[config.mk]
export PLATFORM = sky130hd
export DESIGN_NAME = cpuTop
export DESIGN_NICKNAME = d
export VERILOG_FILES = /design/src/cpuPkg.sv /design/src/controlUnit.sv /design/src/instructionFetch.sv /design/src/registerFile.sv /design/src/executeUnit.sv /design/src/shifter.sv /design/src/cpuTop.sv
export SDC_FILE = /design/constraint.sdc
export NUM_CORES = 2
export LEC_CHECK = 0
export ABC_AREA = 1
export BUFFER_PORTS_ARGS = -buffer_cell sky130_fd_sc_hd__buf_4
export CAP_MARGIN = 20
export CORE_MARGIN = 3
export CORE_UTILIZATION = 28
export CTS_CLUSTER_DIAMETER = 60
export DETAILED_ROUTE_END_ITERATION = 12
export PLACE_DENSITY_LB_ADDON = 0.15
export SETUP_SLACK_MARGIN = 0.05
export SYNTH_ARGS = -nofsm -noshare
export SYNTH_HDL_FRONTEND = slang
export SYNTH_HIERARCHICAL = 1
export SYNTH_SLANG_ARGS = --single-unit
[constraint.sdc]
create_clock -name clock -period 36.3 [get_ports clock]
set_input_delay 3.63 -clock clock [delete_from_list [all_inputs] [get_ports clock]]
set_output_delay 3.63 -clock clock [all_outputs]
set_load 0.05 [all_outputs]
[src/cpuPkg.sv]
package cpuPkg;

	typedef logic [31:0] wordType;
	typedef logic [4:0] regIndexType;

	typedef enum logic [5:0] {
		opRType = 6'h00,
		opJump = 6'h02,
		opBeq = 6'h04,
		opBne = 6'h05,
		opAddiu = 6'h09,
		opLw = 6'h23
	} opcodeType;

	typedef enum logic [5:0] {
		fnSll = 6'h00,
		fnSrl = 6'h02,
		fnSra = 6'h03,
		fnAdd = 6'h20,
		fnSub = 6'h22,
		fnAnd = 6'h24,
		fnSlt = 6'h2a
	} functType;

	typedef enum logic [1:0] {aluAdd, aluSub, aluAnd, aluSlt} aluOpType;
	typedef enum logic {srcAPc, srcARegA} aluSrcAType;
	typedef enum logic [1:0] {srcBRegB, srcBFour, srcBImm, srcBImmShift} aluSrcBType;
	typedef enum logic [1:0] {pcAluResult, pcAluOut, pcJump} pcSourceType;
	typedef enum logic {addrPc, addrAluOut} addressSourceType;
	typedef enum logic {destRt, destRd} regDestType;
	typedef enum logic [1:0] {writeAluOut, writeMemData, writeShifter} writeSourceType;

	typedef enum logic [2:0] {
		shiftIdle,
		shiftLoad,
		shiftLeft,
		shiftRightLogical,
		shiftRightArith
	} shiftCommandType;

	// Every strobe and select of the datapath, driven by the FSM
	typedef struct packed {
		logic pcWrite;
		pcSourceType pcSource;
		addressSourceType addressSource;
		logic irWrite;
		logic mdrWrite;
		logic operandWrite;
		aluSrcAType aluSrcA;
		aluSrcBType aluSrcB;
		aluOpType aluOp;
		logic aluOutWrite;
		logic regWrite;
		regDestType regDest;
		writeSourceType writeSource;
		shiftCommandType shiftCommand;
	} controlSignals;

	typedef struct packed {
		opcodeType opcode;
		regIndexType rs;
		regIndexType rt;
		regIndexType rd;
		logic [4:0] shamt;
		functType funct;
	} rFormat;

	typedef struct packed {
		opcodeType opcode;
		regIndexType rs;
		regIndexType rt;
		logic [15:0] imm;
	} iFormat;

	typedef struct packed {
		opcodeType opcode;
		logic [25:0] target;
	} jFormat;

	typedef union packed {
		rFormat r;
		iFormat i;
		jFormat j;
	} instructionWord;

	typedef struct packed {
		logic write;
		regIndexType dest;
		wordType data;
	} regWriteInfo;

endpackage

[src/controlUnit.sv]
`timescale 1ns/10ps

module controlUnit (
	input logic clock,
	input logic reset,
	input cpuPkg::instructionWord instruction,
	input logic zero,
	output cpuPkg::controlSignals control
);

	typedef enum logic [4:0] {
		resetState,
		fetch,
		fetchWait1,
		fetchWait2,
		decode,
		rTypeExec,
		rTypeWrite,
		addiuExec,
		immWrite,
		shiftPrepare,
		shiftRun,
		shiftWrite,
		branchTarget,
		branchCompare,
		loadAddress,
		loadPresent,
		loadCapture,
		loadWrite,
		jump,
		finish
	} stateType;

	stateType state;
	stateType nextState;

	always_ff @(posedge clock, posedge reset) begin
		if (reset) begin
			state <= resetState;
		end else begin
			state <= nextState;
		end
	end

	always_comb begin
		control.pcWrite = 1'b0;
		control.pcSource = cpuPkg::pcAluResult;
		control.addressSource = cpuPkg::addrPc;
		control.irWrite = 1'b0;
		control.mdrWrite = 1'b0;
		control.operandWrite = 1'b0;
		control.aluSrcA = cpuPkg::srcAPc;
		control.aluSrcB = cpuPkg::srcBRegB;
		control.aluOp = cpuPkg::aluAdd;
		control.aluOutWrite = 1'b0;
		control.regWrite = 1'b0;
		control.regDest = cpuPkg::destRt;
		control.writeSource = cpuPkg::writeAluOut;
		control.shiftCommand = cpuPkg::shiftIdle;
		nextState = finish;
		case (state)
			resetState: nextState = fetch;
			// PC + 4 goes straight back into the PC
			fetch: begin
				control.pcWrite = 1'b1;
				control.aluSrcB = cpuPkg::srcBFour;
				nextState = fetchWait1;
			end
			fetchWait1: begin
				control.mdrWrite = 1'b1;
				nextState = fetchWait2;
			end
			fetchWait2: begin
				control.irWrite = 1'b1;
				nextState = decode;
			end
			decode: begin
				control.operandWrite = 1'b1;
				case (instruction.r.opcode)
					cpuPkg::opRType: begin
						case (instruction.r.funct)
							cpuPkg::fnAdd, cpuPkg::fnSub, cpuPkg::fnAnd,
							cpuPkg::fnSlt: nextState = rTypeExec;
							cpuPkg::fnSll, cpuPkg::fnSrl,
							cpuPkg::fnSra: nextState = shiftPrepare;
							default: nextState = finish;
						endcase
					end
					cpuPkg::opAddiu: nextState = addiuExec;
					cpuPkg::opBeq, cpuPkg::opBne: nextState = branchTarget;
					cpuPkg::opLw: nextState = loadAddress;
					cpuPkg::opJump: nextState = jump;
					default: nextState = finish;
				endcase
			end
			rTypeExec: begin
				control.aluSrcA = cpuPkg::srcARegA;
				control.aluOutWrite = 1'b1;
				case (instruction.r.funct)
					cpuPkg::fnSub: control.aluOp = cpuPkg::aluSub;
					cpuPkg::fnAnd: control.aluOp = cpuPkg::aluAnd;
					cpuPkg::fnSlt: control.aluOp = cpuPkg::aluSlt;
					default: control.aluOp = cpuPkg::aluAdd;
				endcase
				nextState = rTypeWrite;
			end
			rTypeWrite: begin
				control.regWrite = 1'b1;
				control.regDest = cpuPkg::destRd;
			end
			addiuExec, loadAddress: begin
				control.aluSrcA = cpuPkg::srcARegA;
				control.aluSrcB = cpuPkg::srcBImm;
				control.aluOutWrite = 1'b1;
				nextState = (state == addiuExec) ? immWrite : loadPresent;
			end
			immWrite: control.regWrite = 1'b1;
			shiftPrepare: begin
				control.shiftCommand = cpuPkg::shiftLoad;
				nextState = shiftRun;
			end
			shiftRun: begin
				case (instruction.r.funct)
					cpuPkg::fnSrl: control.shiftCommand = cpuPkg::shiftRightLogical;
					cpuPkg::fnSra: control.shiftCommand = cpuPkg::shiftRightArith;
					default: control.shiftCommand = cpuPkg::shiftLeft;
				endcase
				nextState = shiftWrite;
			end
			shiftWrite: begin
				control.regWrite = 1'b1;
				control.regDest = cpuPkg::destRd;
				control.writeSource = cpuPkg::writeShifter;
			end
			// Target is parked in ALUOut while A - B sets the zero flag
			branchTarget: begin
				control.aluSrcB = cpuPkg::srcBImmShift;
				control.aluOutWrite = 1'b1;
				nextState = branchCompare;
			end
			branchCompare: begin
				control.aluSrcA = cpuPkg::srcARegA;
				control.aluOp = cpuPkg::aluSub;
				control.pcSource = cpuPkg::pcAluOut;
				control.pcWrite = (instruction.i.opcode == cpuPkg::opBeq) ? zero : !zero;
			end
			loadPresent: begin
				control.addressSource = cpuPkg::addrAluOut;
				nextState = loadCapture;
			end
			loadCapture: begin
				control.addressSource = cpuPkg::addrAluOut;
				control.mdrWrite = 1'b1;
				nextState = loadWrite;
			end
			loadWrite: begin
				control.regWrite = 1'b1;
				control.writeSource = cpuPkg::writeMemData;
			end
			jump: begin
				control.pcWrite = 1'b1;
				control.pcSource = cpuPkg::pcJump;
			end
			default: nextState = fetch;
		endcase
	end

endmodule

[src/instructionFetch.sv]
`timescale 1ns/10ps

module instructionFetch #(
	parameter cpuPkg::wordType resetAddress = '0
) (
	input logic clock,
	input logic reset,
	input cpuPkg::controlSignals control,
	input cpuPkg::wordType aluResult,
	input cpuPkg::wordType aluOut,
	input cpuPkg::wordType memReadData,
	output cpuPkg::instructionWord instruction,
	output cpuPkg::wordType pc,
	output cpuPkg::wordType memData,
	output cpuPkg::wordType memAddress
);

	cpuPkg::wordType nextPc;
	cpuPkg::wordType jumpTarget;

	// Upper bits come from the already incremented PC
	assign jumpTarget = {pc[31:28], instruction.j.target, 2'b00};

	always_comb begin
		case (control.pcSource)
			cpuPkg::pcAluOut: nextPc = aluOut;
			cpuPkg::pcJump: nextPc = jumpTarget;
			default: nextPc = aluResult;
		endcase
	end

	always_ff @(posedge clock, posedge reset) begin
		if (reset) begin
			pc <= resetAddress;
		end else if (control.pcWrite) begin
			pc <= nextPc;
		end
	end

	// All reads land in the MDR first, instructions included
	always_ff @(posedge clock) begin
		if (control.mdrWrite) begin
			memData <= memReadData;
		end
	end

	always_ff @(posedge clock) begin
		if (control.irWrite) begin
			instruction <= memData;
		end
	end

	assign memAddress = (control.addressSource == cpuPkg::addrAluOut) ? aluOut : pc;

endmodule

[src/registerFile.sv]
`timescale 1ns/10ps

module registerFile (
	input logic clock,
	input logic reset,
	input cpuPkg::controlSignals control,
	input cpuPkg::instructionWord instruction,
	input cpuPkg::wordType aluOut,
	input cpuPkg::wordType memData,
	input cpuPkg::wordType shiftResult,
	output cpuPkg::wordType readA,
	output cpuPkg::wordType readB,
	output cpuPkg::regWriteInfo writeInfo
);

	// No storage behind register zero
	cpuPkg::wordType registers [1:31];

	assign readA = (instruction.r.rs == '0) ? '0 : registers[instruction.r.rs];
	assign readB = (instruction.r.rt == '0) ? '0 : registers[instruction.r.rt];

	assign writeInfo.write = control.regWrite;
	assign writeInfo.dest = (control.regDest == cpuPkg::destRd) ? instruction.r.rd
		: instruction.i.rt;

	always_comb begin
		case (control.writeSource)
			cpuPkg::writeMemData: writeInfo.data = memData;
			cpuPkg::writeShifter: writeInfo.data = shiftResult;
			default: writeInfo.data = aluOut;
		endcase
	end

	always_ff @(posedge clock, posedge reset) begin
		if (reset) begin
			for (int index = 1; index < 32; index++) begin
				registers[index] <= '0;
			end
		end else if (writeInfo.write && writeInfo.dest != '0) begin
			registers[writeInfo.dest] <= writeInfo.data;
		end
	end

endmodule

[src/executeUnit.sv]
`timescale 1ns/10ps

module executeUnit (
	input logic clock,
	input logic reset,
	input cpuPkg::controlSignals control,
	input cpuPkg::instructionWord instruction,
	input cpuPkg::wordType pc,
	input cpuPkg::wordType readA,
	input cpuPkg::wordType readB,
	output cpuPkg::wordType operandB,
	output cpuPkg::wordType aluResult,
	output cpuPkg::wordType aluOut,
	output logic zero
);

	cpuPkg::wordType operandA;
	cpuPkg::wordType signExtended;
	cpuPkg::wordType aluA;
	cpuPkg::wordType aluB;

	always_ff @(posedge clock, posedge reset) begin
		if (reset) begin
			operandA <= '0;
			operandB <= '0;
		end else if (control.operandWrite) begin
			operandA <= readA;
			operandB <= readB;
		end
	end

	assign signExtended = {{16{instruction.i.imm[15]}}, instruction.i.imm};
	assign aluA = (control.aluSrcA == cpuPkg::srcARegA) ? operandA : pc;

	always_comb begin
		case (control.aluSrcB)
			cpuPkg::srcBFour: aluB = 32'd4;
			cpuPkg::srcBImm: aluB = signExtended;
			// Branch offsets count words
			cpuPkg::srcBImmShift: aluB = {signExtended[29:0], 2'b00};
			default: aluB = operandB;
		endcase
	end

	always_comb begin
		case (control.aluOp)
			cpuPkg::aluSub: aluResult = aluA - aluB;
			cpuPkg::aluAnd: aluResult = aluA & aluB;
			cpuPkg::aluSlt: aluResult = {31'b0, $signed(aluA) < $signed(aluB)};
			default: aluResult = aluA + aluB;
		endcase
	end

	assign zero = (aluResult == '0);

	always_ff @(posedge clock, posedge reset) begin
		if (reset) begin
			aluOut <= '0;
		end else if (control.aluOutWrite) begin
			aluOut <= aluResult;
		end
	end

endmodule

[src/shifter.sv]
`timescale 1ns/10ps

module shifter (
	input logic clock,
	input logic reset,
	input cpuPkg::controlSignals control,
	input cpuPkg::instructionWord instruction,
	input cpuPkg::wordType operandB,
	output cpuPkg::wordType shiftResult
);

	cpuPkg::wordType shifted;
	logic [4:0] amount;

	assign amount = instruction.r.shamt;

	always_comb begin
		case (control.shiftCommand)
			cpuPkg::shiftLoad: shifted = operandB;
			cpuPkg::shiftLeft: shifted = shiftResult << amount;
			cpuPkg::shiftRightLogical: shifted = shiftResult >> amount;
			// Sign bit fills from the left
			cpuPkg::shiftRightArith: shifted = $signed(shiftResult) >>> amount;
			default: shifted = shiftResult;
		endcase
	end

	always_ff @(posedge clock, posedge reset) begin
		if (reset) begin
			shiftResult <= '0;
		end else begin
			shiftResult <= shifted;
		end
	end

endmodule

[src/cpuTop.sv]
`timescale 1ns/10ps

module cpuTop #(
	parameter cpuPkg::wordType resetAddress = '0
) (
	input logic clock,
	input logic reset,
	output cpuPkg::wordType memAddress,
	input cpuPkg::wordType memReadData,
	output cpuPkg::regWriteInfo writeInfo
);

	cpuPkg::controlSignals control;
	cpuPkg::instructionWord instruction;
	cpuPkg::wordType pc;
	cpuPkg::wordType memData;
	cpuPkg::wordType aluResult;
	cpuPkg::wordType aluOut;
	cpuPkg::wordType operandB;
	cpuPkg::wordType readA;
	cpuPkg::wordType readB;
	cpuPkg::wordType shiftResult;
	logic zero;

	controlUnit controlInst (
		.clock(clock),
		.reset(reset),
		.instruction(instruction),
		.zero(zero),
		.control(control)
	);

	instructionFetch #(
		.resetAddress(resetAddress)
	) fetchInst (
		.clock(clock),
		.reset(reset),
		.control(control),
		.aluResult(aluResult),
		.aluOut(aluOut),
		.memReadData(memReadData),
		.instruction(instruction),
		.pc(pc),
		.memData(memData),
		.memAddress(memAddress)
	);

	registerFile registersInst (
		.clock(clock),
		.reset(reset),
		.control(control),
		.instruction(instruction),
		.aluOut(aluOut),
		.memData(memData),
		.shiftResult(shiftResult),
		.readA(readA),
		.readB(readB),
		.writeInfo(writeInfo)
	);

	executeUnit executeInst (
		.clock(clock),
		.reset(reset),
		.control(control),
		.instruction(instruction),
		.pc(pc),
		.readA(readA),
		.readB(readB),
		.operandB(operandB),
		.aluResult(aluResult),
		.aluOut(aluOut),
		.zero(zero)
	);

	shifter shifterInst (
		.clock(clock),
		.reset(reset),
		.control(control),
		.instruction(instruction),
		.operandB(operandB),
		.shiftResult(shiftResult)
	);

endmodule

# Yosys cells after proc, flatten, opt, wreduce, memory -nomap -nowiden
# Cells that the tools add are included.
totals:
  regBits: 1221
  latchBits: 0
  mem_bits_rw: 0
  mem_bits_ro: 0
  out_inout_bits: 70
  n_memories: 0
op_classes:
  add_sub_neg: 2
  multipliers: 0
  n_div: 0
  magnitude_cmp: 5
  n_eq_ne: 43
  shifts: 3
  mux: 40
  bitwise: 5
  reduce_logical: 23
ops:
  columns: ["operator", "n"]
  rows:
  - ["bitwise mux 992 bit", 1]
  - ["binary-select mux 32 bit (select 5 bit)", 2]
  - ["2-to-1 mux 32 bit", 9]
  - ["case mux 32 bit (3 select lines)", 2]
  - ["demux 32 bit (select 5 bit)", 1]
  - ["case mux 32 bit (2 select lines)", 2]
  - ["case mux 32 bit (4 select lines)", 1]
  - ["case mux 5 bit (12 select lines)", 1]
  - ["== test 5 x 4 -> 1 bit (second input constant)", 8]
  - ["adder 32 bit", 1]
  - ["AND 32 bit", 1]
  - ["zero test 32 bit", 1]
  - ["< comparator 32 bit", 1]
  - ["<< shifter 32 x 5 -> 32 bit", 1]
  - ["right shift 32 x 5 -> 32 bit", 1]
  - [">>> shifter 32 x 5 -> 32 bit", 1]
  - ["subtractor 32 bit", 1]
  - ["== test 6 bit (second input constant)", 5]
  - ["case mux 5 bit (5 select lines)", 1]
  - ["== test 5 x 3 -> 1 bit (second input constant)", 4]
  - ["== test 6 x 2 -> 1 bit (second input constant)", 3]
  - [">= comparator 6 bit (second input constant)", 3]
  - ["NOT 5 -> 6 bit", 3]
  - ["OR reduction 4 bit", 4]
  - ["other kinds (30)", 63]

# Logic depth before layout (Yosys ltp)
logic_depth:
  ltp_word: 12
  depth_mapped: 41

# Modules after synthesis
# The synthesis kept the hierarchy.
modules_own_cells:
  columns: ["mod", "n_inst", "cells_each", "area_per_inst_um2", "seq_area_each_um2"]
  rows:
  - ["registerFile", 1, 8603, 57224.9, 24823.8]
  - ["executeUnit", 1, 1680, 10385.0, 2402.3]
  - ["shifter", 1, 964, 5121.2, 800.8]
  - ["instructionFetch", 1, 431, 4428.0, 2722.6]
  - ["controlUnit", 1, 164, 827.0, 125.1]

# Least setup slack after synthesis
# Ideal clock, no wire load.
synth_path:
  path_type: "register -> output"
  from: "reg controlInst.state[3]"
  to: "out writeInfo[1] (netlist bit)"
  t_arrival_ps: 2567
  t_required_ps: 32670
  slack_ps: 30103
  stages_incl_launch_ff: 9
  n_path_buf: 1
  cell_sequence: "dfrtp_1 nor2_1 nand3_2 inv_1 inv_1 ha_1 inv_1 clkbuf_1 o21ai_0"
synth_lines:
  columns: ["element", "line_no", "source"]
  rows:
  - ["from (decl)", "controlUnit.sv:34", "stateType state;"]
  - ["from (signal assigned)", "controlUnit.sv:39", "state <= resetState;"]
  - ["from (signal assigned)", "controlUnit.sv:41", "state <= nextState;"]
  - ["to (decl)", "cpuTop.sv:10", "output cpuPkg::regWriteInfo writeInfo"]

==> metrics.csv <==
stage,metric,value,unit
critical_path,path_cells,"nor2_1, nand3_2, inv_1, inv_1, ha_4, inv_1, buf_4, or2_2, o21ai_4, buf_4, inv_1, buf_4",
critical_path,path_delay_family,buffers and inverters,
critical_path,rr_worst_depth,34,
pwr,leakagePower,41.4,nW
yosys,synth_seq_area_share,0.396,
critical_path,crit_top_cell,inv_1,
cells_and_area,syn2layout_area_growth,12.2,%
timing,max_slew_margin,0.216,
clock_tree,cts_tree,built,
critical_path,path_buf_inv,7,
cells_and_area,design_area,87500,µm²
yosys,synthFlopType,dfrtp_1,
min_path,min_path_type,register to register,
drt,postRouteAntennaNets,0,
timing,hold_violations,0,
timing,fin_crit_sh,0.242,
yosys,synth_nets,12000,
clock_tree,postCtsResizedCells,0,
drt,firstDrtPassIters,7,
cells_and_area,num-fill-cells,30300,
drt,via_per_inst,5.23,
clock_tree,insertion_delay,840,ps
floorplan,die_x,534,µm
min_path,hold_depth,2,
yosys,avgSynthCellArea,6.59,µm²
clock_tree,cts_max_level,4,
cells_and_area,drive_gt1_frac,0.0796,
critical_path,end_kind,output pin,
global_routing,grt_max_degree,164,
clock_tree,cts_setup_buffers,0,
run,cap_violations,0,
place,io_buffers,103,
timing,setup_viol,0,
clock_tree,clk_pin_slew,50,ps
critical_path,path_depth,12,
place,gp_congestion,0.980,
place,dp_hpwl,229000,µm
floorplan,core-area,277000,µm²
timing,clock.fmax,0.114,GHz
drt,dr.first_iter.drc_count,9919,
critical_path,path_max_fanout,32,
global_routing,grt_pass1_vias,75700,
timing,tns,0,ps
global_routing,grt_pass1_wl,546000,µm
floorplan,die_height,534,µm
yosys,synth_edf_count,64,
clock_tree,cts_hold_buf,0,
critical_path,cp_slowest_stage_delay,900,ps
drt,wl_per_cell,24.8,µm
critical_path,crit_arrival,5160,ps
timing,setup_slack,27510,ps
critical_path,cp.required,32670,ps
pwr,ir_worst_vdd,0.0674,mV
timing,min_period,8790,ps
yosys,async_flop_share,0.948,
floorplan,start_util,0.282,
timing,drv_slew,0,
floorplan,dieArea,285000,µm²
global_routing,antenna_found_initial,14,
yosys,netlist_area,78000,µm²
place,place_area,81800,µm²
status,status,"finished, final reports clean",
clock_tree,cts_sinks,1221,
clock_tree,cts-root-buf,clkbuf_16,
timing,worst_pin_slew,1180,ps
critical_path,critPathLaunchType,register,
drt,drt-total-wl,378000,µm
floorplan,std_cell_rows,193,
timing,rsz0062_at_grt,no,
clock_tree,cts_made_buffers,166,
yosys,syn_inst,11800,
pwr,power.density,104,nW/µm²
yosys,ys_seq_elements,1221,
timing,clock_skew,55.0,ps
yosys,synth_cell_type_count,62,
floorplan,ios,104,
critical_path,cpMaxStageDelayCell,ha_4,
place,post-place-ws,28130,ps
clock_tree,cts.path.max_buffers,3,
global_routing,grtUsageTotal,0.258,
global_routing,grt.overflow.total,0,
cells_and_area,final_nets,11500,
critical_path,path_class,register to output pin,
yosys,synth_warnings,6,
drt,vias,79900,
drt,drc_errors,0,
[placed cells by master, fill, tap and decap left out, types with 20 or more instances in the layout]
cell       instances
nand2_1         4050
nand3_1         1858
inv_1           1184
dfrtp_1         1157
o21ai_0          959
nor2_1           512
a21oi_1          402
buf_4            254
o21ai_1          181
clkbuf_16        168
ha_1              71
edfxtp_1          64
or2_2             63
mux2_2            48
nand2_4           40
inv_2             37
nand2_2           37
nor2_2            36
clkbuf_8          34
a22o_1            31
clkbuf_1          30
a21oi_2           28
nand3_2           21
o21ai_4           21
clkinv_2          20
o211ai_1          20
[cell usage after synthesis (11+ instances only)]
library cell	instances	area (µm²)
buf_1	76	285
nand2_1	4066	15300
o21ai_0	989	4950
edfxtp_1	64	1920
buf_4	20	150
nor2_4	12	135
a21oi_1	402	2010
nand4_1	19	119
a21oi_2	28	245
mux2_2	48	541
o21ai_1	183	916
clkbuf_1	676	2540
nand3_1	1858	9300
a221oi_1	12	105
inv_2	39	146
buf_2	45	225
nor2_1	521	1960
dfrtp_1	1157	29000
ha_1	72	901
or2_2	63	394
and2_1	11	68.8
nand3_2	21	210
a22o_1	31	272
o211ai_1	20	150
buf_6	35	394
nor2_2	33	206
nand2_2	52	325
inv_1	1191	4470
[flip-flops by register name (all words and copies together), names as in the netlist]
name	flops
fetchInst/instruction	32
executeInst/aluOut	32
fetchInst/pc	32
shifterInst/shiftResult	32
executeInst/operandB	32
executeInst/operandA	32
registersInst/registers	992
fetchInst/memData	32
controlInst/state	5
[where the power goes]
group	internal [mW]	switching, mW	total (mW)	leakage, nW
Clock	1.03	0.683	1.71	2.76
Combinational	1.38	3.89	5.27	22.4
Sequential	1.74	0.363	2.11	16.3
[final timing paths]
check                                          endpoint                         start  slack, ps
max in group asynchronous  registersInst/registers[624]                         reset      29180
hold / removal             registersInst/registers[551]  registersInst/registers[551]        480
setup reg to reg                       fetchInst/pc[28]          controlInst/state[4]      28280
setup / recovery                          writeInfo[12]          controlInst/state[3]      27510
min in group asynchronous          controlInst/state[1]                         reset       2830
hold reg to reg            registersInst/registers[551]  registersInst/registers[551]        480
[kinds of logic after synthesis]
logic type               count (synthesis)  synth area share
adder cells (fa/ha/maj)                 74            0.0121
XOR/XNOR                                 5          0.000562
flip-flops                            1221             0.396
multiplexers                            54           0.00780
buffers and inverters                 2093             0.106
AND/OR/NAND/NOR                       6691             0.362
AO/OA/AOI/OAI                         1704             0.115
[worst register-to-register path, delay by kind of cell (launching register included)]
| kind | cells | cell delay [ps] |
|---|---|---|
| compound gates | 2 | 960 |
| flops | 1 | 480 |
| fa+ha+maj | 2 | 780 |
| xor+xnor | 1 | 110 |
| buf+inv | 7 | 1370 |
| simple gates | 22 | 4210 |
[metrics by stage]
stage / power (mW) / cells / hold slack, ps / utilization
after floorplan: 5.34 / 11800 / 427 / -
after global placement: 7.29 / 15000 / 466 / 0.295
after detailed placement: 7.30 / 15000 / 472 / 0.295
after CTS: 9.04 / 15300 / 486 / 0.316
after global routing: 9.66 / 15300 / 495 / 0.316
final: 9.09 / 15300 / 479 / 0.316
[metal layers]
metal / track usage / routed length (µm)
met4: 0.121 / 19700
met5: 0 / 12
met2: 0.401 / 167000
met3: 0.0359 / 27700
met1: 0.353 / 164000
[area by class of cell]
type	count	area [µm²]	share of cell area
Multi-Input combinational cell	8528	39400	0.450
Sequential cell	1221	30900	0.353
Clock buffer	232	4780	0.0547
Inverter	1239	4720	0.0539
Tap cell	3705	4640	0.0530
Timing Repair Buffer	269	2220	0.0254
Clock inverter	65	911	0.0104
Antenna cell	4	10.0	0.000114
No activity file was read; power rests on OpenSTA's default activity.
